`config.mk`:
```
export PLATFORM = sky130hd
export DESIGN_NAME = narrow_wide_join
export DESIGN_NICKNAME = d
export VERILOG_FILES = /design/src/hdl/join_bus_pkg.sv /design/src/hdl/join_src_pkg.sv /design/src/hdl/narrow_lane_steer.sv /design/src/hdl/ingress_slot.sv /design/src/hdl/join_arbiter.sv /design/src/hdl/narrow_wide_join.sv
export VERILOG_INCLUDE_DIRS = /design/src /design/src/hdl
export SDC_FILE = /design/constraint.sdc
export NUM_CORES = 1
export LEC_CHECK = 0
export BUFFER_PORTS_ARGS = -buffer_cell sky130_fd_sc_hd__buf_4
export CAP_MARGIN = 5
export CORE_AREA = 2 2 263 265
export DETAILED_ROUTE_END_ITERATION = 8
export DIE_AREA = 0 0 265 267
export HOLD_SLACK_MARGIN = 0.08
export PLACE_DENSITY_LB_ADDON = 0.05
export SYNTH_ARGS = -nofsm -noshare
export SYNTH_HDL_FRONTEND = slang
export SYNTH_SLANG_ARGS = --single-unit
export TNS_END_PERCENT = 10
```
`constraint.sdc`:
```
create_clock -name clk_i -period 28.5 [get_ports clk_i]
set_input_delay 5.7 -clock clk_i [delete_from_list [all_inputs] [get_ports clk_i]]
set_output_delay 5.7 -clock clk_i [all_outputs]
set_load 0.05 [all_outputs]
```
`src/hdl/join_consts.svh`:
```
//////////////////////////////
// Width constants for the narrow/wide join
// Address, data and ID widths, lane count
//////////////////////////////

`ifndef JOIN_CONSTS_SVH
`define JOIN_CONSTS_SVH

// Byte address
`define JOIN_ADDR_W 16

// Data widths of the two source ports
`define JOIN_NARROW_W 32
`define JOIN_WIDE_W 128
// Narrow words per wide word
`define JOIN_LANES 4

// Source ID and ID with the source bit on top
`define JOIN_ID_IN_W 3
`define JOIN_ID_OUT_W 4

`endif

```
`src/hdl/join_bus_pkg.sv`:
```
//////////////////////////////
// Bus payload types
// Address, data, strobe and ID
//////////////////////////////

`include "join_consts.svh"

package join_bus_pkg;

  // Byte address, shared by both sources and the memory port
  typedef logic [`JOIN_ADDR_W-1:0] addr_t;

  // Narrow source side
  typedef logic [`JOIN_NARROW_W-1:0] narrow_data_t;
  typedef logic [`JOIN_NARROW_W/8-1:0] narrow_strb_t;

  // Wide source side and memory side
  typedef logic [`JOIN_WIDE_W-1:0] wide_data_t;
  typedef logic [`JOIN_WIDE_W/8-1:0] wide_strb_t;

  // IDs before and after widening
  typedef logic [`JOIN_ID_IN_W-1:0] id_in_t;
  typedef logic [`JOIN_ID_OUT_W-1:0] id_out_t;

endpackage

```
`src/hdl/join_src_pkg.sv`:
```
//////////////////////////////
// Source-side types
// Source select and lane index
//////////////////////////////

`include "join_consts.svh"

package join_src_pkg;

  // Also the top bit of the outgoing ID
  typedef enum logic {SRC_NARROW = 1'b0, SRC_WIDE = 1'b1} src_e;

  typedef logic [$clog2(`JOIN_LANES)-1:0] lane_t;

endpackage

```
`src/hdl/narrow_lane_steer.sv`:
```
//////////////////////////////
// Narrow to wide lane steering
// Write data/strobe placement, read lane pick
//////////////////////////////

`timescale 1ns/1ps

`include "join_consts.svh"

module narrow_lane_steer (
  input  logic                      clk_i,
  input  logic                      reset_i,
  input  logic                      capture_i,
  input  join_bus_pkg::addr_t       addr_i,
  input  join_bus_pkg::narrow_data_t wdata_i,
  input  join_bus_pkg::narrow_strb_t strb_i,
  input  join_bus_pkg::wide_data_t  rdata_wide_i,
  output join_bus_pkg::wide_data_t  wdata_wide_o,
  output join_bus_pkg::wide_strb_t  strb_wide_o,
  output join_bus_pkg::narrow_data_t rdata_o
);

  // Byte offset bits inside one narrow word
  localparam int unsigned OffsetBits = $clog2(`JOIN_NARROW_W / 8);
  localparam int unsigned StrbW = `JOIN_NARROW_W / 8;

  join_src_pkg::lane_t lane;
  join_src_pkg::lane_t lane_q;

  // Lane comes from the address bits just above the byte offset
  assign lane = addr_i[OffsetBits +: $bits(join_src_pkg::lane_t)];

  ////////////////////////////////
  // Write path
  ////////////////////////////////

  always_comb begin
    wdata_wide_o = '0;
    strb_wide_o  = '0;
    wdata_wide_o[lane*`JOIN_NARROW_W +: `JOIN_NARROW_W] = wdata_i;
    // Other lanes keep a zero strobe so memory leaves them alone
    strb_wide_o[lane*StrbW +: StrbW] = strb_i;
  end

  ////////////////////////////////
  // Read path
  ////////////////////////////////

  // Lane is kept from acceptance until the response is handed back
  always_ff @(posedge clk_i) begin
    if (reset_i) begin
      lane_q <= '0;
    end else if (capture_i) begin
      lane_q <= lane;
    end
  end

  assign rdata_o = rdata_wide_i[lane_q*`JOIN_NARROW_W +: `JOIN_NARROW_W];

endmodule

```
`src/hdl/ingress_slot.sv`:
```
//////////////////////////////
// Ingress slot
// Four-phase slave holding one request
//////////////////////////////

`timescale 1ns/1ps

module ingress_slot (
  input  logic                     clk_i,
  input  logic                     reset_i,
  input  logic                     req_i,
  input  logic                     we_i,
  input  join_bus_pkg::addr_t      addr_i,
  input  join_bus_pkg::wide_data_t wdata_i,
  input  join_bus_pkg::wide_strb_t strb_i,
  input  join_bus_pkg::id_in_t     id_i,
  input  logic                     done_i,
  input  join_bus_pkg::wide_data_t rdata_i,
  output logic                     ack_o,
  output logic                     capture_o,
  output logic                     pend_o,
  output logic                     we_o,
  output join_bus_pkg::addr_t      addr_o,
  output join_bus_pkg::wide_data_t wdata_o,
  output join_bus_pkg::wide_strb_t strb_o,
  output join_bus_pkg::id_in_t     id_o,
  output join_bus_pkg::wide_data_t rdata_o
);

  typedef enum logic [1:0] {SLOT_IDLE, SLOT_PEND, SLOT_ACK} slot_state_e;

  slot_state_e state_q;
  slot_state_e state_d;

  ////////////////////////////////
  // Handshake FSM
  ////////////////////////////////

  always_comb begin
    state_d = state_q;
    case (state_q)
      SLOT_IDLE: begin
        if (req_i) begin
          state_d = SLOT_PEND;
        end
      end
      // Waiting for the arbiter to finish the memory access
      SLOT_PEND: begin
        if (done_i) begin
          state_d = SLOT_ACK;
        end
      end
      SLOT_ACK: begin
        if (!req_i) begin
          state_d = SLOT_IDLE;
        end
      end
      default: state_d = SLOT_IDLE;
    endcase
  end

  always_ff @(posedge clk_i) begin
    if (reset_i) begin
      state_q <= SLOT_IDLE;
    end else begin
      state_q <= state_d;
    end
  end

  assign capture_o = (state_q == SLOT_IDLE) && req_i;
  assign pend_o    = (state_q == SLOT_PEND);
  assign ack_o     = (state_q == SLOT_ACK);

  ////////////////////////////////
  // Request and response storage
  ////////////////////////////////

  always_ff @(posedge clk_i) begin
    if (capture_o) begin
      we_o    <= we_i;
      addr_o  <= addr_i;
      wdata_o <= wdata_i;
      strb_o  <= strb_i;
      id_o    <= id_i;
    end
    // Held until the source has seen ack
    if (pend_o && done_i) begin
      rdata_o <= rdata_i;
    end
  end

  // The source keeps req up until it has seen ack
  ack_needs_req_a: assert property (@(posedge clk_i) disable iff (reset_i)
    $rose(ack_o) |-> req_i);

endmodule

```
`src/hdl/join_arbiter.sv`:
```
//////////////////////////////
// Round-robin arbiter
// Four-phase master toward memory, ID widening
//////////////////////////////

`timescale 1ns/1ps

module join_arbiter (
  input  logic                     clk_i,
  input  logic                     reset_i,
  input  logic [1:0]               pend_i,
  input  logic [1:0]               we_i,
  input  join_bus_pkg::addr_t      addr_i [2],
  input  join_bus_pkg::wide_data_t wdata_i [2],
  input  join_bus_pkg::wide_strb_t strb_i [2],
  input  join_bus_pkg::id_in_t     id_i [2],
  input  logic                     mem_ack_i,
  input  join_bus_pkg::wide_data_t mem_rdata_i,
  output logic [1:0]               done_o,
  output join_bus_pkg::wide_data_t rdata_o,
  output logic                     mem_req_o,
  output logic                     mem_we_o,
  output join_bus_pkg::addr_t      mem_addr_o,
  output join_bus_pkg::wide_data_t mem_wdata_o,
  output join_bus_pkg::wide_strb_t mem_strb_o,
  output join_bus_pkg::id_out_t    mem_id_o
);

  typedef enum logic [1:0] {ARB_IDLE, ARB_REQ, ARB_RELEASE} arb_state_e;

  arb_state_e         state_q;
  // Source served last, or being served now
  join_src_pkg::src_e grant_q;
  join_src_pkg::src_e grant_d;
  logic               start;

  ////////////////////////////////
  // Grant selection
  ////////////////////////////////

  // Wide wins alone, or in a tie when narrow went last
  always_comb begin
    if (pend_i[join_src_pkg::SRC_WIDE] &&
        (!pend_i[join_src_pkg::SRC_NARROW] || grant_q == join_src_pkg::SRC_NARROW)) begin
      grant_d = join_src_pkg::SRC_WIDE;
    end else begin
      grant_d = join_src_pkg::SRC_NARROW;
    end
  end

  assign start = (state_q == ARB_IDLE) && (|pend_i);

  ////////////////////////////////
  // Memory handshake
  ////////////////////////////////

  always_ff @(posedge clk_i) begin
    if (reset_i) begin
      state_q   <= ARB_IDLE;
      grant_q   <= join_src_pkg::SRC_WIDE;
      mem_req_o <= 1'b0;
      done_o    <= '0;
    end else begin
      done_o <= '0;
      case (state_q)
        ARB_IDLE: begin
          if (start) begin
            grant_q   <= grant_d;
            mem_req_o <= 1'b1;
            state_q   <= ARB_REQ;
          end
        end
        ARB_REQ: begin
          if (mem_ack_i) begin
            mem_req_o       <= 1'b0;
            done_o[grant_q] <= 1'b1;
            state_q         <= ARB_RELEASE;
          end
        end
        // Memory must drop ack before the next grant
        ARB_RELEASE: begin
          if (!mem_ack_i) begin
            state_q <= ARB_IDLE;
          end
        end
        default: state_q <= ARB_IDLE;
      endcase
    end
  end

  // Payload is stable for the whole request
  always_ff @(posedge clk_i) begin
    if (start) begin
      mem_we_o    <= we_i[grant_d];
      mem_addr_o  <= addr_i[grant_d];
      mem_wdata_o <= wdata_i[grant_d];
      mem_strb_o  <= strb_i[grant_d];
      mem_id_o    <= {grant_d, id_i[grant_d]};
    end
    if (state_q == ARB_REQ && mem_ack_i) begin
      rdata_o <= mem_rdata_i;
    end
  end

  // At most one done, and only toward a slot that is still waiting
  done_onehot_a: assert property (@(posedge clk_i) disable iff (reset_i)
    $onehot0(done_o) && ((done_o & ~pend_i) == 2'b00));

  mem_req_after_ack_low_a: assert property (@(posedge clk_i) disable iff (reset_i)
    $rose(mem_req_o) |-> !mem_ack_i);

endmodule

```
`src/hdl/narrow_wide_join.sv`:
```
//////////////////////////////
// Narrow/wide join top level
// Lane steering, two ingress slots, arbiter
//////////////////////////////

`timescale 1ns/1ps

module narrow_wide_join (
  input  logic                       clk_i,
  input  logic                       reset_i,
  // Narrow source
  input  logic                       n_req_i,
  input  logic                       n_we_i,
  input  join_bus_pkg::addr_t        n_addr_i,
  input  join_bus_pkg::narrow_data_t n_wdata_i,
  input  join_bus_pkg::narrow_strb_t n_strb_i,
  input  join_bus_pkg::id_in_t       n_id_i,
  output logic                       n_ack_o,
  output join_bus_pkg::narrow_data_t n_rdata_o,
  // Wide source
  input  logic                       w_req_i,
  input  logic                       w_we_i,
  input  join_bus_pkg::addr_t        w_addr_i,
  input  join_bus_pkg::wide_data_t   w_wdata_i,
  input  join_bus_pkg::wide_strb_t   w_strb_i,
  input  join_bus_pkg::id_in_t       w_id_i,
  output logic                       w_ack_o,
  output join_bus_pkg::wide_data_t   w_rdata_o,
  // Memory
  output logic                       mem_req_o,
  output logic                       mem_we_o,
  output join_bus_pkg::addr_t        mem_addr_o,
  output join_bus_pkg::wide_data_t   mem_wdata_o,
  output join_bus_pkg::wide_strb_t   mem_strb_o,
  output join_bus_pkg::id_out_t      mem_id_o,
  input  logic                       mem_ack_i,
  input  join_bus_pkg::wide_data_t   mem_rdata_i
);

  // Slot inputs, index 0 narrow and index 1 wide
  logic [1:0]               in_req;
  logic [1:0]               in_we;
  join_bus_pkg::addr_t      in_addr [2];
  join_bus_pkg::wide_data_t in_wdata [2];
  join_bus_pkg::wide_strb_t in_strb [2];
  join_bus_pkg::id_in_t     in_id [2];

  // Slot outputs
  logic [1:0]               slot_ack;
  logic [1:0]               slot_capture;
  logic [1:0]               slot_pend;
  logic [1:0]               slot_we;
  join_bus_pkg::addr_t      slot_addr [2];
  join_bus_pkg::wide_data_t slot_wdata [2];
  join_bus_pkg::wide_strb_t slot_strb [2];
  join_bus_pkg::id_in_t     slot_id [2];
  join_bus_pkg::wide_data_t slot_rdata [2];

  logic [1:0]               done;
  join_bus_pkg::wide_data_t arb_rdata;

  assign in_req     = {w_req_i, n_req_i};
  assign in_we      = {w_we_i, n_we_i};
  assign in_addr[0] = n_addr_i;
  assign in_addr[1] = w_addr_i;
  assign in_id[0]   = n_id_i;
  assign in_id[1]   = w_id_i;
  // Wide source needs no conversion
  assign in_wdata[1] = w_wdata_i;
  assign in_strb[1]  = w_strb_i;

  narrow_lane_steer narrow_lane_steer_i (
    .clk_i        (clk_i),
    .reset_i      (reset_i),
    .capture_i    (slot_capture[0]),
    .addr_i       (n_addr_i),
    .wdata_i      (n_wdata_i),
    .strb_i       (n_strb_i),
    .rdata_wide_i (slot_rdata[0]),
    .wdata_wide_o (in_wdata[0]),
    .strb_wide_o  (in_strb[0]),
    .rdata_o      (n_rdata_o)
  );

  for (genvar g = 0; g < 2; g++) begin : gen_slot
    ingress_slot ingress_slot_i (
      .clk_i     (clk_i),
      .reset_i   (reset_i),
      .req_i     (in_req[g]),
      .we_i      (in_we[g]),
      .addr_i    (in_addr[g]),
      .wdata_i   (in_wdata[g]),
      .strb_i    (in_strb[g]),
      .id_i      (in_id[g]),
      .done_i    (done[g]),
      .rdata_i   (arb_rdata),
      .ack_o     (slot_ack[g]),
      .capture_o (slot_capture[g]),
      .pend_o    (slot_pend[g]),
      .we_o      (slot_we[g]),
      .addr_o    (slot_addr[g]),
      .wdata_o   (slot_wdata[g]),
      .strb_o    (slot_strb[g]),
      .id_o      (slot_id[g]),
      .rdata_o   (slot_rdata[g])
    );
  end

  join_arbiter join_arbiter_i (
    .clk_i       (clk_i),
    .reset_i     (reset_i),
    .pend_i      (slot_pend),
    .we_i        (slot_we),
    .addr_i      (slot_addr),
    .wdata_i     (slot_wdata),
    .strb_i      (slot_strb),
    .id_i        (slot_id),
    .mem_ack_i   (mem_ack_i),
    .mem_rdata_i (mem_rdata_i),
    .done_o      (done),
    .rdata_o     (arb_rdata),
    .mem_req_o   (mem_req_o),
    .mem_we_o    (mem_we_o),
    .mem_addr_o  (mem_addr_o),
    .mem_wdata_o (mem_wdata_o),
    .mem_strb_o  (mem_strb_o),
    .mem_id_o    (mem_id_o)
  );

  assign n_ack_o   = slot_ack[0];
  assign w_ack_o   = slot_ack[1];
  assign w_rdata_o = slot_rdata[1];

endmodule

```
==> Word level (Yosys, flattened, before mapping) <==
Cells that the tools add are included.
{ "op_classes": {"addsub": 2, "mul": 0, "n_div": 0, "magnitude_cmp": 4, "n_eq_ne": 15, "shifts": 5, "n_mux": 32, "n_bitwise": 6, "n_reduce_logical": 21} }
{ "ops": {"columns": ["op", "n"], "rows": [
  ["$mux 128", 3],
  ["$and 128x128->128", 1],
  ["$shift 32x34->128 const A", 1],
  ["$shiftx 128x8->32", 1],
  ["$shiftx 32x34->128", 1],
  ["$mux 16", 6],
  ["$neg 4->34", 1],
  ["$neg 7->34", 1],
  ["$shift 4x34->16 const A", 1],
  ["$shiftx 4x34->16", 1],
  ["$mux 2", 9],
  ["$pmux 2 s3", 3],
  ["$and 16x16->16", 1],
  ["$ne 2x2->1 const B", 6],
  ["$reduce_and 3->1", 4],
  ["$mux 3", 3],
  ["$logic_and 1x1->1", 8],
  ["$eq 2x1->1 const B", 3],
  ["$eq 2x2->1 const B", 3],
  ["$logic_not 2->1", 3],
  ["$mux 1", 6],
  ["$ne 2x1->1 const B", 3],
  ["$lt 1x2->1 const B", 2],
  ["$not 1->1", 3],
  ["11 further kinds", 11]
]} }
{ "totals": {"reg_bits": 889, "latchBits": 0, "ram_bits": 0, "romBits": 0, "in_bits": 353, "wordCells": 110, "memories": 0} }

==> Logic depth before layout (Yosys ltp) <==
{ "depth": {"word_depth": 9, "ltp_mapped": 6} }

==> Modules after synthesis <==
From an unflattened synthesis, not the netlist that was laid out.
{ "unflattened": {"cells_unflattened": 1323, "area_unflattened_um2": 31146.1} }
{ "modules_own_cells": {"columns": ["mod", "n_inst", "cells_each", "area_per_inst_um2", "seq_area_each_um2"], "rows": [
  ["ingress_slot", 2, 304, 8883.5, 8808.4],
  ["join_arbiter", 1, 498, 11378.4, 8918.6],
  ["narrow_lane_steer", 1, 217, 2000.7, 40.0]
]} }

==> Least setup slack after synthesis <==
Ideal clock, no wire load.
{ "synth_timing": {"kind": "in2reg", "startpoint": "input port n_req_i", "endpoint": "register narrow_lane_steer_i.lane_q[0]", "setup_time_ps": 128, "arrival_time_ps": 18484, "required_ps": 28372, "slack_ps": 9887, "cell_stages": 3, "path_cell_list": "nor3b_1 > mux2i_1 > nor2_1"} }
{ "synth_between": {"elab_chain_len": 1} }
{ "synth_lines": {"columns": ["item", "line_no", "source"], "rows": [
  ["start, declared", "narrow_wide_join.sv:12", "input logic n_req_i,"],
  ["$logic_and 1x1->1", "ingress_slot.sv:70", "assign capture_o = (state_q == SLOT_IDLE) && req_i;"],
  ["end signal, assigned", "narrow_lane_steer.sv:54", "lane_q <= lane;"],
  ["end, declared", "narrow_lane_steer.sv:28", "join_src_pkg::lane_t lane_q;"]
]} }
No other way between the ends.
A chain may end at the register's enable or synchronous reset.

==> Worst setup path after layout <==
{ "layout_timing": {"startpoint": "register narrow_lane_steer_i.lane_q[0]", "endpoint": "output port n_rdata_o[30]"} }
{ "layout_between": {"elab_chain_len": 1} }
{ "layout_lines": {"columns": ["item", "line_no", "source"], "rows": [
  ["$shiftx 128x8->32", "narrow_lane_steer.sv:58", "assign rdata_o = rdata_wide_i[lane_q*`JOIN_NARROW_W +: `JOIN_NARROW_W];"],
  ["end, declared", "narrow_wide_join.sv:19", "output join_bus_pkg::narrow_data_t n_rdata_o,"]
]} }
No other way between the ends.

==> results_tabular.tex <==
\begin{tabular}{lr}
\hline
Metric & Value \\
\hline
\multicolumn{2}{l}{\textbf{Timing}} \\
\quad Worst slew margin relative to its limit & 0.1058 \\
\quad Worst-case setup margin in the final layout & 20.24 ns \\
\quad Slew Limit Fails & 0 \\
\quad Final hold violation count & 0 \\
\quad Least-Margin Pin Slew & 1.341 ns \\
\quad Setup Total Neg Slack & 0 ns \\
\quad RSZ-0062 raised after global routing & no \\
\quad Final period utilization & 0.2900 \\
\quad Max Clock Skew & 0.02787 ns \\
\quad Final setup viols & 0 \\
\quad Max Fclk & 121.0 MHz \\
\quad Shortest period the worst path allows & 8.264 ns \\
\multicolumn{2}{l}{\textbf{Synthesis}} \\
\quad Number of unique standard cell types used by synthesis & 36 \\
\quad Post-synth top area share & 0.8560 \\
\quad Count of synthesis-stage warnings from yosys & 0 \\
\quad Mapped Avg Cell Area & 23.27 um\^{}2 \\
\quad Count of mapped cells out of synthesis & 1322 \\
\quad Top post-synthesis cells by area & sky130\_fd\_sc\_hd\_\_edfxtp\_1, sky130\_fd\_sc\_hd\_\_mux2\_1, sky130\_fd\_sc\_hd\_\_and2\_1 \\
\quad Number of nets in the synthesized netlist & 1680 \\
\quad Netlist Area Pre-Place & 0.03077 mm\^{}2 \\
\quad Share of synthesized area occupied by flip-flops and latches & 0.8638 \\
\quad Library cell occupying the most area in the post-synthesis netlist & sky130\_fd\_sc\_hd\_\_edfxtp\_1 \\
\quad Register bit count reported by yosys & 889 \\
\multicolumn{2}{l}{\textbf{Global route}} \\
\quad First-pass GRT wire length & 108.1 mm \\
\quad Initial antenna violation count & 26 \\
\quad Overall overflow remaining after global route & 0 \\
\quad Aggregate global-route resource usage & 0.2150 \\
\quad Largest net degree at the start of global routing & 167 \\
\quad Vias in the first global route & 15.67k \\
\multicolumn{2}{l}{\textbf{Clock network}} \\
\quad Sink Count & 889 \\
\quad Hold bufs inserted after CTS & 0 \\
\quad CTS tree & yes \\
\quad H-tree depth & 3 \\
\quad Buffers inserted by post-CTS timing repair & 0 \\
\quad Worst-Skew Late Latency & 0.64 ns \\
\quad Largest buffer count on any clock path & 3 \\
\quad Master cell of the clock root buffer & sky130\_fd\_sc\_hd\_\_clkbuf\_16 \\
\quad Cts bufs inserted & 91 \\
\quad Clk pin slew, worst setup/hold paths & 0.06 ns \\
\quad Number of resized instances in the post-cts repair step & 0 \\
\multicolumn{2}{l}{\textbf{Power and ir drop}} \\
\quad Clock network power share & 0.372 \\
\quad Switching power & 728.7 uW \\
\quad Int Power & 2.262 mW \\
\quad Power Density & 75.51 mW/mm\^{}2 \\
\quad Part of the power in combinational logic & 0.108 \\
\quad Switching part of the total & 0.2436 \\
\quad Max rail drop VDD & 0.05388 mV \\
\quad Leakage & 14.56 nW \\
\quad Power share of the sequential group & 0.520 \\
\multicolumn{2}{l}{\textbf{Place}} \\
\quad Post-Place Setup Slack & 20.50 ns \\
\quad Final Wtd Congestion & 0.8009 \\
\quad Detailed placer's ending HPWL & 51.20 mm \\
\quad Count of port buffers added during placement & 680 \\
\multicolumn{2}{l}{\textbf{Worst setup path}} \\
\quad Endpoint class of the critical path & output port \\
\quad Critical path start-end classification & reg -> out \\
\quad Register-to-register path setup slack & 25.43 ns \\
\quad Kind of start point of the critical path & register \\
\quad Maximum fanout count along the critical path & 27 \\
\quad Data required time at the worst endpoint & 22.80 ns \\
\quad Arrival time reported for the critical path endpoint & 2.56 ns \\
\multicolumn{2}{l}{\textbf{Layout}} \\
\quad FILL cells & 5209 \\
\quad Area Growth Syn to Fin & 28.73\% \\
\quad Layout cells sized above 1 & 0.4097 \\
\quad Final net count & 2428 \\
\multicolumn{2}{l}{\textbf{Run status}} \\
\quad Outcome & finished, final reports clean \\
\multicolumn{2}{l}{\textbf{Routing}} \\
\quad Overall routed net length & 77.13 mm \\
\quad Vias & 15.09k \\
\quad First DRT Iteration DRCs & 1219 \\
\quad Drt first pass iters & 5 \\
\quad Routed via count divided by cell count & 4.974 \\
\quad WL/cell & 25.43 um \\
\quad Antenna-violating nets left & 0 \\
\quad Drt drc & 0 \\
\multicolumn{2}{l}{\textbf{Die}} \\
\quad Area of the core & 0.06799 mm\^{}2 \\
\quad Number of standard-cell rows in the floorplan & 96 \\
\quad Initial core utilization & 0.4526 \\
\quad Height of the chip & 267 um \\
\quad Top-level port count & 681 \\
\quad Width of the die & 265 um \\
\quad Overall die area & 0.07076 mm\^{}2 \\
\multicolumn{2}{l}{\textbf{Flow run}} \\
\quad Number of violations of the max-capacitance limit & 0 \\
\multicolumn{2}{l}{\textbf{Min path}} \\
\quad Worst hold-check path type & reg -> reg \\
\hline
\end{tabular}
==> worst paths after layout <==
check,depth (start not counted),to,start
setup / recovery,3,n_rdata_o[30],narrow_lane_steer_i.lane_q[0]
hold / removal,0,gen_slot[0].ingress_slot_i.rdata_o[2],join_arbiter_i.rdata_o[2]
setup reg to reg,4,join_arbiter_i.mem_wdata_o[23],gen_slot[0].ingress_slot_i.state_q[1]
hold reg to reg,0,gen_slot[0].ingress_slot_i.rdata_o[2],join_arbiter_i.rdata_o[2]
==> registers in the layout (all words and copies together), names as in the netlist, 2 cells and up <==
name / count
gen_slot.ingress_slot_i.rdata_o: 256
gen_slot.ingress_slot_i.wdata_o: 256
join_arbiter_i.mem_wdata_o: 128
join_arbiter_i.rdata_o: 128
gen_slot.ingress_slot_i.addr_o: 32
gen_slot.ingress_slot_i.strb_o: 32
join_arbiter_i.mem_addr_o: 16
join_arbiter_i.mem_strb_o: 16
gen_slot.ingress_slot_i.id_o: 6
gen_slot.ingress_slot_i.state_q: 4
join_arbiter_i.mem_id_o: 4
gen_slot.ingress_slot_i.we_o: 2
join_arbiter_i.done_o: 2
join_arbiter_i.state_q: 2
narrow_lane_steer_i.lane_q: 2
==> per-layer routing <==
layer,up-vias,wire [um],track usage
met2,583,37730,0.3454
met4,26,2684,0.08337
met1,7593,28190,0.2486
li1,6720,-,-
met3,165,8353,0.1050
met5,-,178,0
==> synthesized netlist by cell type <==
library cell,n
sky130_fd_sc_hd__buf_4,1
sky130_fd_sc_hd__nor3b_1,3
sky130_fd_sc_hd__nor2_1,5
sky130_fd_sc_hd__a21oi_1,3
sky130_fd_sc_hd__buf_1,2
sky130_fd_sc_hd__nand2b_1,2
sky130_fd_sc_hd__mux4_2,32
sky130_fd_sc_hd__buf_8,11
sky130_fd_sc_hd__a211oi_1,2
sky130_fd_sc_hd__nor4b_4,1
sky130_fd_sc_hd__o21ai_0,1
sky130_fd_sc_hd__edfxtp_1,877
sky130_fd_sc_hd__inv_1,5
sky130_fd_sc_hd__buf_2,4
sky130_fd_sc_hd__nand3b_1,2
sky130_fd_sc_hd__nand2_1,4
sky130_fd_sc_hd__ha_1,5
sky130_fd_sc_hd__and2b_4,1
sky130_fd_sc_hd__nor3_1,4
sky130_fd_sc_hd__dfxtp_1,12
sky130_fd_sc_hd__mux2_1,154
sky130_fd_sc_hd__and4bb_2,1
sky130_fd_sc_hd__clkbuf_1,15
sky130_fd_sc_hd__a21boi_4,1
sky130_fd_sc_hd__xnor2_1,1
sky130_fd_sc_hd__nor2b_4,1
sky130_fd_sc_hd__mux2_2,10
sky130_fd_sc_hd__a2111oi_0,1
sky130_fd_sc_hd__inv_2,1
sky130_fd_sc_hd__a22oi_1,1
sky130_fd_sc_hd__nor3_2,2
sky130_fd_sc_hd__mux2i_1,2
sky130_fd_sc_hd__nor2b_1,3
sky130_fd_sc_hd__and2_1,145
sky130_fd_sc_hd__a31oi_1,1
sky130_fd_sc_hd__buf_6,6
==> cell type report <==
type                    instances  area (um^2)  area share
diodes                         13        32.53   0.0008214
clock buffers                 106         2333     0.05892
clock inverters                55        417.9     0.01055
inverters                       6        32.53   0.0008214
multi-input cells             388         3872     0.09778
flip-flops and latches        889        26580      0.6711
well taps                     882         1104     0.02786
repair buffers                694         5235      0.1322
==> through the flow <==
step | util | power, mW | instance area, um^2 | hold slack (ns) | instances
global route | 0.5825 | 3.091 | 39600 | 0.4514 | 3030
finish | 0.5826 | 2.991 | 39610 | 0.4379 | 3033
floorplan | - | 1.788 | 30770 | 0.4215 | 1322
CTS | 0.5821 | 3.026 | 39570 | 0.4444 | 3020
detailed placement | 0.5416 | 1.910 | 36820 | 0.4298 | 2859
global placement | 0.5416 | 1.906 | 36820 | 0.4236 | 2859
==> power by group through the flow <==
stage	clock network (mW)	registers [mW]	logic [mW]
2_1_floorplan	0	1.70	0.0859
3_3_place_gp	0	1.58	0.325
3_5_place_dp	0	1.58	0.327
4_1_cts	1.14	1.56	0.327
5_1_grt	1.19	1.56	0.338
6_report	1.11	1.56	0.321
==> cell usage in the layout (no fill, tap or decap), types with 5 or more instances in the layout <==
cell | synthesis | final
sky130_fd_sc_hd__ha_1 | 5 | 5
sky130_fd_sc_hd__buf_4 | 1 | 692
sky130_fd_sc_hd__diode_2 | 0 | 13
sky130_fd_sc_hd__dfxtp_1 | 12 | 10
sky130_fd_sc_hd__edfxtp_1 | 877 | 877
sky130_fd_sc_hd__clkbuf_1 | 15 | 15
sky130_fd_sc_hd__clkbuf_16 | 0 | 91
sky130_fd_sc_hd__clkinv_2 | 0 | 19
sky130_fd_sc_hd__mux4_2 | 32 | 32
sky130_fd_sc_hd__and2_1 | 145 | 144
sky130_fd_sc_hd__mux2_2 | 10 | 10
sky130_fd_sc_hd__inv_6 | 0 | 5
sky130_fd_sc_hd__mux2_1 | 154 | 154
sky130_fd_sc_hd__bufinv_16 | 0 | 5
sky130_fd_sc_hd__clkinv_1 | 0 | 22
==> worst max-delay path, cell delays in order (launching register included) <==
cell	delay [ns]
sky130_fd_sc_hd__dfxtp_2	0.48
sky130_fd_sc_hd__buf_4	0.58
sky130_fd_sc_hd__mux4_2	0.61
sky130_fd_sc_hd__buf_4	0.21
==> logic make-up (layout without fill, tap and decap cells) <==
group / count (synthesis) / count (layout) / synth area share
flops: 889 / 889 / 0.8638
mux: 198 / 198 / 0.08410
simple gates: 174 / 174 / 0.03607
buf+inv: 45 / 861 / 0.01126
compound gates: 10 / 10 / 0.002481
fa+ha+maj: 5 / 5 / 0.002033
xor+xnor: 1 / 1 / 0.0002847
other cells: 0 / 13 / 0
(Power assumes the default switching activity.)
